[src/mips_cpu_pkg.sv]
package mips_cpu_pkg;

    typedef logic [31:0] word_t;

    // Primary opcodes of the supported subset
    typedef enum logic [5:0] {
        OPCODE_R      = 6'h00,
        OPCODE_REGIMM = 6'h01,
        OPCODE_J      = 6'h02,
        OPCODE_JAL    = 6'h03,
        OPCODE_BEQ    = 6'h04,
        OPCODE_BNE    = 6'h05,
        OPCODE_BLEZ   = 6'h06,
        OPCODE_BGTZ   = 6'h07,
        OPCODE_ADDIU  = 6'h09,
        OPCODE_ANDI   = 6'h0C,
        OPCODE_ORI    = 6'h0D,
        OPCODE_LUI    = 6'h0F,
        OPCODE_LW     = 6'h23,
        OPCODE_SW     = 6'h2B
    } opcode_t;

    // R-type function field
    typedef enum logic [5:0] {
        FUNCTION_JR   = 6'h08,
        FUNCTION_ADDU = 6'h21,
        FUNCTION_SUBU = 6'h23,
        FUNCTION_AND  = 6'h24,
        FUNCTION_OR   = 6'h25,
        FUNCTION_XOR  = 6'h26
    } function_t;

    // REGIMM branches, selected by the rt field
    typedef enum logic [4:0] {
        REGIMM_BLTZ = 5'h00,
        REGIMM_BGEZ = 5'h01
    } regimm_t;

    typedef enum logic [1:0] {
        FETCH,
        EXEC,
        MEM_ACCESS,
        HALTED
    } seq_state_t;

    typedef struct packed {
        opcode_t    opcode;
        logic [4:0] rs;
        logic [4:0] rt;
        logic [4:0] rd;
        logic [4:0] shamt;
        function_t  funct;
    } r_instr_t;

    typedef struct packed {
        opcode_t     opcode;
        logic [4:0]  rs;
        logic [4:0]  rt;
        logic [15:0] imm;
    } i_instr_t;

    typedef struct packed {
        opcode_t     opcode;
        logic [25:0] index;
    } j_instr_t;

    // One instruction word, read as R, I or J format
    typedef union packed {
        r_instr_t r;
        i_instr_t i;
        j_instr_t j;
    } instr_t;

    typedef struct packed {
        word_t      address;
        logic       read;
        logic       write;
        word_t      writedata;
        logic [3:0] byteenable;
    } bus_req_t;

    typedef struct packed {
        logic       en;
        logic [4:0] addr;
        word_t      data;
    } reg_wr_t;

endpackage
[src/mips_cpu_bus.sv]
module mips_cpu_bus
    import mips_cpu_pkg::*;
#(
    parameter word_t RESET_VECTOR = 32'hBFC00000
) (
    input  logic       clk,
    input  logic       reset,
    output logic       active,
    output word_t      register_v0,

    // Avalon master
    output word_t      address,
    output logic       write,
    output logic       read,
    input  logic       waitrequest,
    output word_t      writedata,
    output logic [3:0] byteenable,
    input  word_t      readdata
);

    instr_t   ir;
    word_t    pc;
    logic     exec_fire;
    logic     taken;
    word_t    target;
    logic     is_mem;
    reg_wr_t  alu_wr;
    reg_wr_t  load_wr;
    reg_wr_t  rf_wr;
    bus_req_t mem_req;
    bus_req_t bus_req;
    word_t    rs_val;
    word_t    rt_val;

    mips_bus_sequencer #(
        .RESET_VECTOR(RESET_VECTOR)
    ) seq_i (
        .clk(clk),
        .reset(reset),
        .waitrequest(waitrequest),
        .readdata(readdata),
        .taken(taken),
        .target(target),
        .is_mem(is_mem),
        .alu_wr(alu_wr),
        .load_wr(load_wr),
        .mem_req(mem_req),
        .active(active),
        .ir(ir),
        .pc(pc),
        .exec_fire(exec_fire),
        .bus_req(bus_req),
        .rf_wr(rf_wr)
    );

    mips_regfile regfile_i (
        .clk(clk),
        .reset(reset),
        .rs_addr(ir.r.rs),
        .rt_addr(ir.r.rt),
        .wr(rf_wr),
        .rs_val(rs_val),
        .rt_val(rt_val),
        .v0(register_v0)
    );

    mips_execute exec_i (
        .ir(ir),
        .pc(pc),
        .rs_val(rs_val),
        .rt_val(rt_val),
        .exec_fire(exec_fire),
        .taken(taken),
        .target(target),
        .is_mem(is_mem),
        .alu_wr(alu_wr)
    );

    mips_load_store ls_i (
        .ir(ir),
        .rs_val(rs_val),
        .rt_val(rt_val),
        .readdata(readdata),
        .exec_fire(exec_fire),
        .mem_req(mem_req),
        .load_wr(load_wr)
    );

    // Bus request onto the Avalon pins
    assign address    = bus_req.address;
    assign read       = bus_req.read;
    assign write      = bus_req.write;
    assign writedata  = bus_req.writedata;
    assign byteenable = bus_req.byteenable;

endmodule

[src/mips_bus_sequencer.sv]
module mips_bus_sequencer
    import mips_cpu_pkg::*;
#(
    parameter word_t RESET_VECTOR = 32'hBFC00000
) (
    input  logic     clk,
    input  logic     reset,
    input  logic     waitrequest,
    input  word_t    readdata,
    input  logic     taken,
    input  word_t    target,
    input  logic     is_mem,
    input  reg_wr_t  alu_wr,
    input  reg_wr_t  load_wr,
    input  bus_req_t mem_req,
    output logic     active,
    output instr_t   ir,
    output word_t    pc,
    output logic     exec_fire,
    output bus_req_t bus_req,
    output reg_wr_t  rf_wr
);

    seq_state_t state;
    word_t      pc_next;
    word_t      pc_jmp;
    logic       delay;

    // Delay slot target replaces pc+4 once the slot instruction retires
    assign pc_next = delay ? pc_jmp : pc + 32'd4;

    assign exec_fire = (state == EXEC) || (state == MEM_ACCESS && !waitrequest);
    assign active    = (state != HALTED);

    // Loads write back on the completing memory cycle, everything else in EXEC
    assign rf_wr = (state == MEM_ACCESS) ? load_wr : alu_wr;

    always_comb begin
        bus_req = '0;
        case (state)
            FETCH: begin
                bus_req.address    = pc;
                // No fetch once pc has reached the halt address
                bus_req.read       = (pc != '0);
                bus_req.byteenable = 4'b1111;
            end
            MEM_ACCESS: begin
                bus_req = mem_req;
            end
            default: begin
                bus_req = '0;
            end
        endcase
    end

    always_ff @(posedge clk) begin
        if (reset) begin
            state <= FETCH;
            pc    <= RESET_VECTOR;
            delay <= 1'b0;
        end else begin
            case (state)
                FETCH: begin
                    if (pc == '0) begin
                        state <= HALTED;
                    end else if (!waitrequest) begin
                        state <= EXEC;
                    end
                end
                EXEC: begin
                    state <= is_mem ? MEM_ACCESS : FETCH;
                    pc    <= pc_next;
                    delay <= taken;
                end
                MEM_ACCESS: begin
                    if (!waitrequest) begin
                        state <= FETCH;
                    end
                end
                default: begin
                    // Halted until the next reset
                    state <= HALTED;
                end
            endcase
        end
    end

    // Instruction register and pending branch target
    always_ff @(posedge clk) begin
        if (state == FETCH && !waitrequest) begin
            ir <= readdata;
        end
        if (state == EXEC && taken) begin
            pc_jmp <= target;
        end
    end

endmodule

[src/mips_load_store.sv]
module mips_load_store
    import mips_cpu_pkg::*;
(
    input  instr_t   ir,
    input  word_t    rs_val,
    input  word_t    rt_val,
    input  word_t    readdata,
    input  logic     exec_fire,
    output bus_req_t mem_req,
    output reg_wr_t  load_wr
);

    word_t eff_addr;
    logic  is_load;
    logic  is_store;

    assign is_load  = (ir.i.opcode == OPCODE_LW);
    assign is_store = (ir.i.opcode == OPCODE_SW);

    // Base register plus signed offset
    assign eff_addr = rs_val + {{16{ir.i.imm[15]}}, ir.i.imm};

    // Depends only on the held instruction and registers, so it is stable across stalls
    always_comb begin
        mem_req.address    = eff_addr;
        mem_req.read       = is_load;
        mem_req.write      = is_store;
        mem_req.writedata  = is_store ? rt_val : '0;
        mem_req.byteenable = 4'b1111;
    end

    // Load result, valid on the completing bus cycle
    always_comb begin
        load_wr.en   = exec_fire && is_load;
        load_wr.addr = ir.i.rt;
        load_wr.data = readdata;
    end

endmodule

[src/mips_execute.sv]
module mips_execute
    import mips_cpu_pkg::*;
(
    input  instr_t  ir,
    input  word_t   pc,
    input  word_t   rs_val,
    input  word_t   rt_val,
    input  logic    exec_fire,
    output logic    taken,
    output word_t   target,
    output logic    is_mem,
    output reg_wr_t alu_wr
);

    word_t      pc_plus4;
    word_t      imm_sext;
    word_t      imm_zext;
    word_t      branch_target;
    word_t      result;
    logic       cond;
    logic       wr_en;
    logic [4:0] wr_addr;

    assign pc_plus4      = pc + 32'd4;
    assign imm_sext      = {{16{ir.i.imm[15]}}, ir.i.imm};
    assign imm_zext      = {16'h0000, ir.i.imm};
    assign branch_target = pc_plus4 + {imm_sext[29:0], 2'b00};

    always_comb begin
        cond    = 1'b0;
        target  = branch_target;
        is_mem  = 1'b0;
        result  = '0;
        wr_en   = 1'b0;
        wr_addr = ir.i.rt;
        case (ir.i.opcode)
            OPCODE_R: begin
                wr_addr = ir.r.rd;
                case (ir.r.funct)
                    FUNCTION_ADDU: begin
                        result = rs_val + rt_val;
                        wr_en  = 1'b1;
                    end
                    FUNCTION_SUBU: begin
                        result = rs_val - rt_val;
                        wr_en  = 1'b1;
                    end
                    FUNCTION_AND: begin
                        result = rs_val & rt_val;
                        wr_en  = 1'b1;
                    end
                    FUNCTION_OR: begin
                        result = rs_val | rt_val;
                        wr_en  = 1'b1;
                    end
                    FUNCTION_XOR: begin
                        result = rs_val ^ rt_val;
                        wr_en  = 1'b1;
                    end
                    FUNCTION_JR: begin
                        cond   = 1'b1;
                        target = rs_val;
                    end
                    default: ;
                endcase
            end
            OPCODE_REGIMM: begin
                case (regimm_t'(ir.i.rt))
                    REGIMM_BGEZ: cond = !rs_val[31];
                    REGIMM_BLTZ: cond = rs_val[31];
                    default: ;
                endcase
            end
            OPCODE_BEQ:  cond = (rs_val == rt_val);
            OPCODE_BNE:  cond = (rs_val != rt_val);
            OPCODE_BLEZ: cond = ($signed(rs_val) <= 32'sd0);
            OPCODE_BGTZ: cond = ($signed(rs_val) > 32'sd0);
            OPCODE_J: begin
                cond   = 1'b1;
                target = {pc_plus4[31:28], ir.j.index, 2'b00};
            end
            OPCODE_JAL: begin
                cond    = 1'b1;
                target  = {pc_plus4[31:28], ir.j.index, 2'b00};
                // Return address skips the delay slot
                result  = pc + 32'd8;
                wr_en   = 1'b1;
                wr_addr = 5'd31;
            end
            OPCODE_ADDIU: begin
                result = rs_val + imm_sext;
                wr_en  = 1'b1;
            end
            OPCODE_ANDI: begin
                result = rs_val & imm_zext;
                wr_en  = 1'b1;
            end
            OPCODE_ORI: begin
                result = rs_val | imm_zext;
                wr_en  = 1'b1;
            end
            OPCODE_LUI: begin
                result = {ir.i.imm, 16'h0000};
                wr_en  = 1'b1;
            end
            OPCODE_LW, OPCODE_SW: is_mem = 1'b1;
            // Unknown opcodes fall through as a nop
            default: ;
        endcase
    end

    assign taken = exec_fire && cond;

    assign alu_wr = '{en: exec_fire && wr_en, addr: wr_addr, data: result};

endmodule

[src/mips_regfile.sv]
module mips_regfile
    import mips_cpu_pkg::*;
(
    input  logic       clk,
    input  logic       reset,
    input  logic [4:0] rs_addr,
    input  logic [4:0] rt_addr,
    input  reg_wr_t    wr,
    output word_t      rs_val,
    output word_t      rt_val,
    output word_t      v0
);

    // $zero has no storage
    word_t regs [1:31];

    always_ff @(posedge clk) begin
        if (reset) begin
            for (int i = 1; i < 32; i++) begin
                regs[i] <= '0;
            end
        end else if (wr.en && wr.addr != 5'd0) begin
            regs[wr.addr] <= wr.data;
        end
    end

    assign rs_val = (rs_addr == 5'd0) ? '0 : regs[rs_addr];
    assign rt_val = (rt_addr == 5'd0) ? '0 : regs[rt_addr];

    assign v0 = regs[2];

endmodule

[config.mk]
export PLATFORM = sky130hd
export DESIGN_NAME = mips_cpu_bus
export DESIGN_NICKNAME = d
export VERILOG_FILES = /design/src/mips_cpu_pkg.sv /design/src/mips_cpu_bus.sv /design/src/mips_bus_sequencer.sv /design/src/mips_load_store.sv /design/src/mips_execute.sv /design/src/mips_regfile.sv
export SDC_FILE = /design/constraint.sdc
export NUM_CORES = 2
export LEC_CHECK = 0
export BUFFER_PORTS_ARGS = -buffer_cell sky130_fd_sc_hd__buf_4
export CAP_MARGIN = 20
export CORE_MARGIN = 2
export CORE_UTILIZATION = 45
export CTS_BUF_LIST = sky130_fd_sc_hd__clkbuf_8
export DETAILED_ROUTE_END_ITERATION = 10
export PLACE_DENSITY = 0.6
export SKIP_LAST_GASP = 1
export SYNTH_ARGS = -nofsm -noshare
export SYNTH_HDL_FRONTEND = slang
export SYNTH_HIERARCHICAL = 1
export SYNTH_SLANG_ARGS = --single-unit
[constraint.sdc]
create_clock -name clk -period 17.4 [get_ports clk]
set_input_delay 0.87 -clock clk [delete_from_list [all_inputs] [get_ports clk]]
set_output_delay 0.87 -clock clk [all_outputs]
set_load 0.03 [all_outputs]
==> flow_metrics.env <==
export IMPL_core_mm2=0.161
export IMPL_synthArstFlopShare_pct=0
export IMPL_cts_root_buf="clkbuf_8"
export IMPL_power_leakage_nw=30.4
export IMPL_drt_wl_total_um=305000
export IMPL_cp_slowest_stage_delay_ps=710
export IMPL_synth_area_mux_share_pct=16.7
export IMPL_peakVddDrop_v=0.0000892
export IMPL_cp_start_kind="flip-flop"
export IMPL_drt_iter0_drc=8307
export IMPL_cts_buffers=196
export IMPL_routed_via_density=6.66
export IMPL_die_x_um=407
export IMPL_ys_seq_area_share_pct=45.7
export IMPL_dp_hpwl_um=200000
export IMPL_syn_inst=6229
export IMPL_core_rowCount=147
export IMPL_syn_to_final_growth_pct=9.95
export IMPL_dieArea_mm2=0.165
export IMPL_outcome="complete, no violations"
export IMPL_report_final_setup_viol=0
export IMPL_arrival_ps=9740
export IMPL_synth_compound_area_share_pct=11.6
export IMPL_io_buffers=137
export IMPL_maxCapViolations=0
export IMPL_crit_path_end_kind="flip-flop"
export IMPL_clock_skew_ps=84.4
export IMPL_layout_common_cells="edfxtp_1, and2_1, buf_4"
export IMPL_netlist_area_mm2=0.0730
export IMPL_ios=138
export IMPL_synthAdderAreaFrac_pct=3.91
export IMPL_fin_crit_ps=9020
export IMPL_fin_crit_sh_pct=51.8
export IMPL_worst_setup_path_type="flip-flop to flip-flop"
export IMPL_synth_top_family_by_area="multiplexers"
export IMPL_ctsHoldBuffers=0
export IMPL_tns_ps=0
export IMPL_die_y_um=407
export IMPL_fmax_mhz=111
export IMPL_vias=57100
export IMPL_drt_first_pass_iters=8
export IMPL_path_cells="buf_12 -> buf_12 -> buf_4 -> buf_4 -> mux4_2 -> a22o_1 -> a2111oi_0 -> nor3_1 -> ha_1 -> fa_1 -> a21oi_1 -> o31ai_1 -> o2111ai_1 -> a31o_2 -> o41ai_1 -> a221oi_1 -> a21oi_1 -> xor2_1 -> a222oi_1 -> o21ai_0 -> mux2_2 -> and2_1"
export IMPL_yosysWarnings=6
export IMPL_synth_seq_cells=1123
export IMPL_clk_path_buf_depth=3
export IMPL_synth_xor_area_share_pct=1.90
export IMPL_hold_path_class="primary input to flip-flop"
export IMPL_worstPathRequired_ps=18130
export IMPL_clk_latency_ps=1000
export IMPL_rsz0062_at_grt="no"
export IMPL_layout_nets=6510
export IMPL_worst_pin_slew_ps=1350
export IMPL_start_util_pct=45.4
export IMPL_synth_cell_types=115
export IMPL_synth_simple_gate_area_share_pct=15.6
export IMPL_postSynthAreaPerCell_um2=11.7
export IMPL_cts_sinks=1123
export IMPL_timing_hold_violations_final=0
export IMPL_wl_per_cell_um=35.5
export IMPL_num_fill_cells=14300
export IMPL_synth_edf_count=1088
export IMPL_layout_commonest_cell="edfxtp_1"
export IMPL_grt_overflow=0
export IMPL_ys_flop_type="edfxtp_1"
export IMPL_path_max_fanout=88
export IMPL_grt_max_degree=113
export IMPL_grt_total_usage_pct=36.4
export IMPL_cts_tree="built"
export IMPL_antenna_found_initial=30
export IMPL_p_total_mw=10.3
export IMPL_drive_above_1_share_pct=19.5
export IMPL_ant_nets=0
export IMPL_grt_pass1_vias=55000
export IMPL_place_congestion=1.01
export IMPL_slew_violations=0
export IMPL_clkTransAtPathRegs_ps=70
export IMPL_cp_slowest_cell="buf_4"
export IMPL_htree_num_levels=4
export IMPL_grt_pass1_wl_um=422000
export IMPL_ctsResizeCount=0
export IMPL_cellPowerDensity_mw_per_mm2=128
export IMPL_maxSlewHeadroom_pct=9.59
export IMPL_post_cts_setup_buffers=0
export IMPL_drc=0
[cell families after synthesis]
family          after synthesis
fa+ha+maj                   225
xor+xnor                    158
simple gates               2000
flops                      1123
buf+inv                     742
mux                         762
other cells                   2
compound gates             1217
[critical path, delay by kind of cell (launching register included)]
| family | cells | cell delay [ps] |
|---|---|---|
| compound gates | 11 | 3230 |
| simple gates | 2 | 880 |
| fa+ha+maj | 2 | 580 |
| xor+xnor | 1 | 100 |
| flops | 1 | 390 |
| mux | 2 | 910 |
| buf+inv | 4 | 2330 |
[metrics by stage]
step	hold slack, ps	std cells	instance area (µm²)	util [%]	setup slack [ps]
2_1_floorplan	471	6263	73100	-	11040
3_3_place_gp	487	8199	76500	47.6	7950
3_5_place_dp	492	8208	76500	47.6	8610
4_1_cts	37.7	8565	80200	49.9	8560
5_1_grt	67.8	8572	80200	49.9	7950
6_report	115	8583	80200	49.9	8380
[power breakdown]
part / total (mW) / switching [mW] / internal, mW / leakage (nW)
logic: 4.79 / 3.19 / 1.60 / 16.9
registers: 3.19 / 0.0995 / 3.09 / 11.4
clock network: 2.32 / 1.21 / 1.11 / 2.06
total: 10.3 / 4.50 / 5.81 / 30.4
[registers in the layout (all words and copies together) (netlist names)]
| name | flops |
|---|---|
| seq_i/state | 2 |
| seq_i/pc_jmp | 32 |
| seq_i/delay | 1 |
| regfile_i/regs | 1024 |
| seq_i/ir | 32 |
| seq_i/pc | 32 |
[path summary, 6_finish.rpt]
path	from	endpoint	slack, ps	cells past startpoint
worst max-delay path	seq_i/ir[16]$_DFFE_PP_	regfile_i/regs[30][28]$_SDFFCE_PN0P_	8380	22
worst max register to register	seq_i/ir[16]$_DFFE_PP_	regfile_i/regs[30][28]$_SDFFCE_PN0P_	8380	22
worst min register to register	seq_i/pc_jmp[1]$_DFFE_PP_	seq_i/pc[1]$_SDFFE_PP0P_	510	2
worst min-delay path	readdata[28]	seq_i/ir[28]$_DFFE_PP_	120	1
[Yosys cell counts (24+ instances only)]
library cell	n	share of area, %
or2_2	40	0.34
xor2_1	63	0.76
o22ai_1	79	0.68
nor2b_1	80	0.69
edfxtp_1	1088	45
nor4_1	61	0.52
mux4_2	356	11
ha_1	219	3.8
buf_1	24	0.12
mux2_2	74	1.1
dfxtp_1	35	0.96
a211oi_1	77	0.79
nand3_1	76	0.52
o21bai_1	30	0.31
inv_1	147	0.76
o21ai_0	180	1.2
xnor2_1	95	1.1
a22oi_1	144	1.5
nand2_1	186	0.96
a2111oi_1	32	0.44
nor3_1	65	0.45
nor2_1	254	1.3
a22o_1	87	1.0
mux2i_1	332	4.6
and3_1	37	0.32
buf_4	71	0.73
nand4_1	37	0.32
a221oi_1	24	0.29
buf_2	69	0.47
a21oi_1	253	1.7
a2111oi_0	29	0.35
a21o_1	47	0.48
clkbuf_1	407	2.1
and2_1	1073	9.2
[layout make-up]
class / count / area [µm²] / share of cell area, %
antenna: 13 / 32.5 / 0.0405
clock inverter: 159 / 920 / 1.15
clock buffer: 198 / 2730 / 3.40
inverter: 149 / 559 / 0.697
tap: 2160 / 2700 / 3.37
timing repair buffer: 383 / 2940 / 3.66
sequential: 1123 / 33400 / 41.6
multi-input combinational: 4398 / 37000 / 46.1
[per-layer routing]
metal | GRT usage (%) | wire length, µm
met1 | 46.1 | 112000
met3 | 11.1 | 37900
met4 | 21.7 | 20600
met5 | 0 | 56
met2 | 54.7 | 134000
Power figures use the tool's default switching activity.
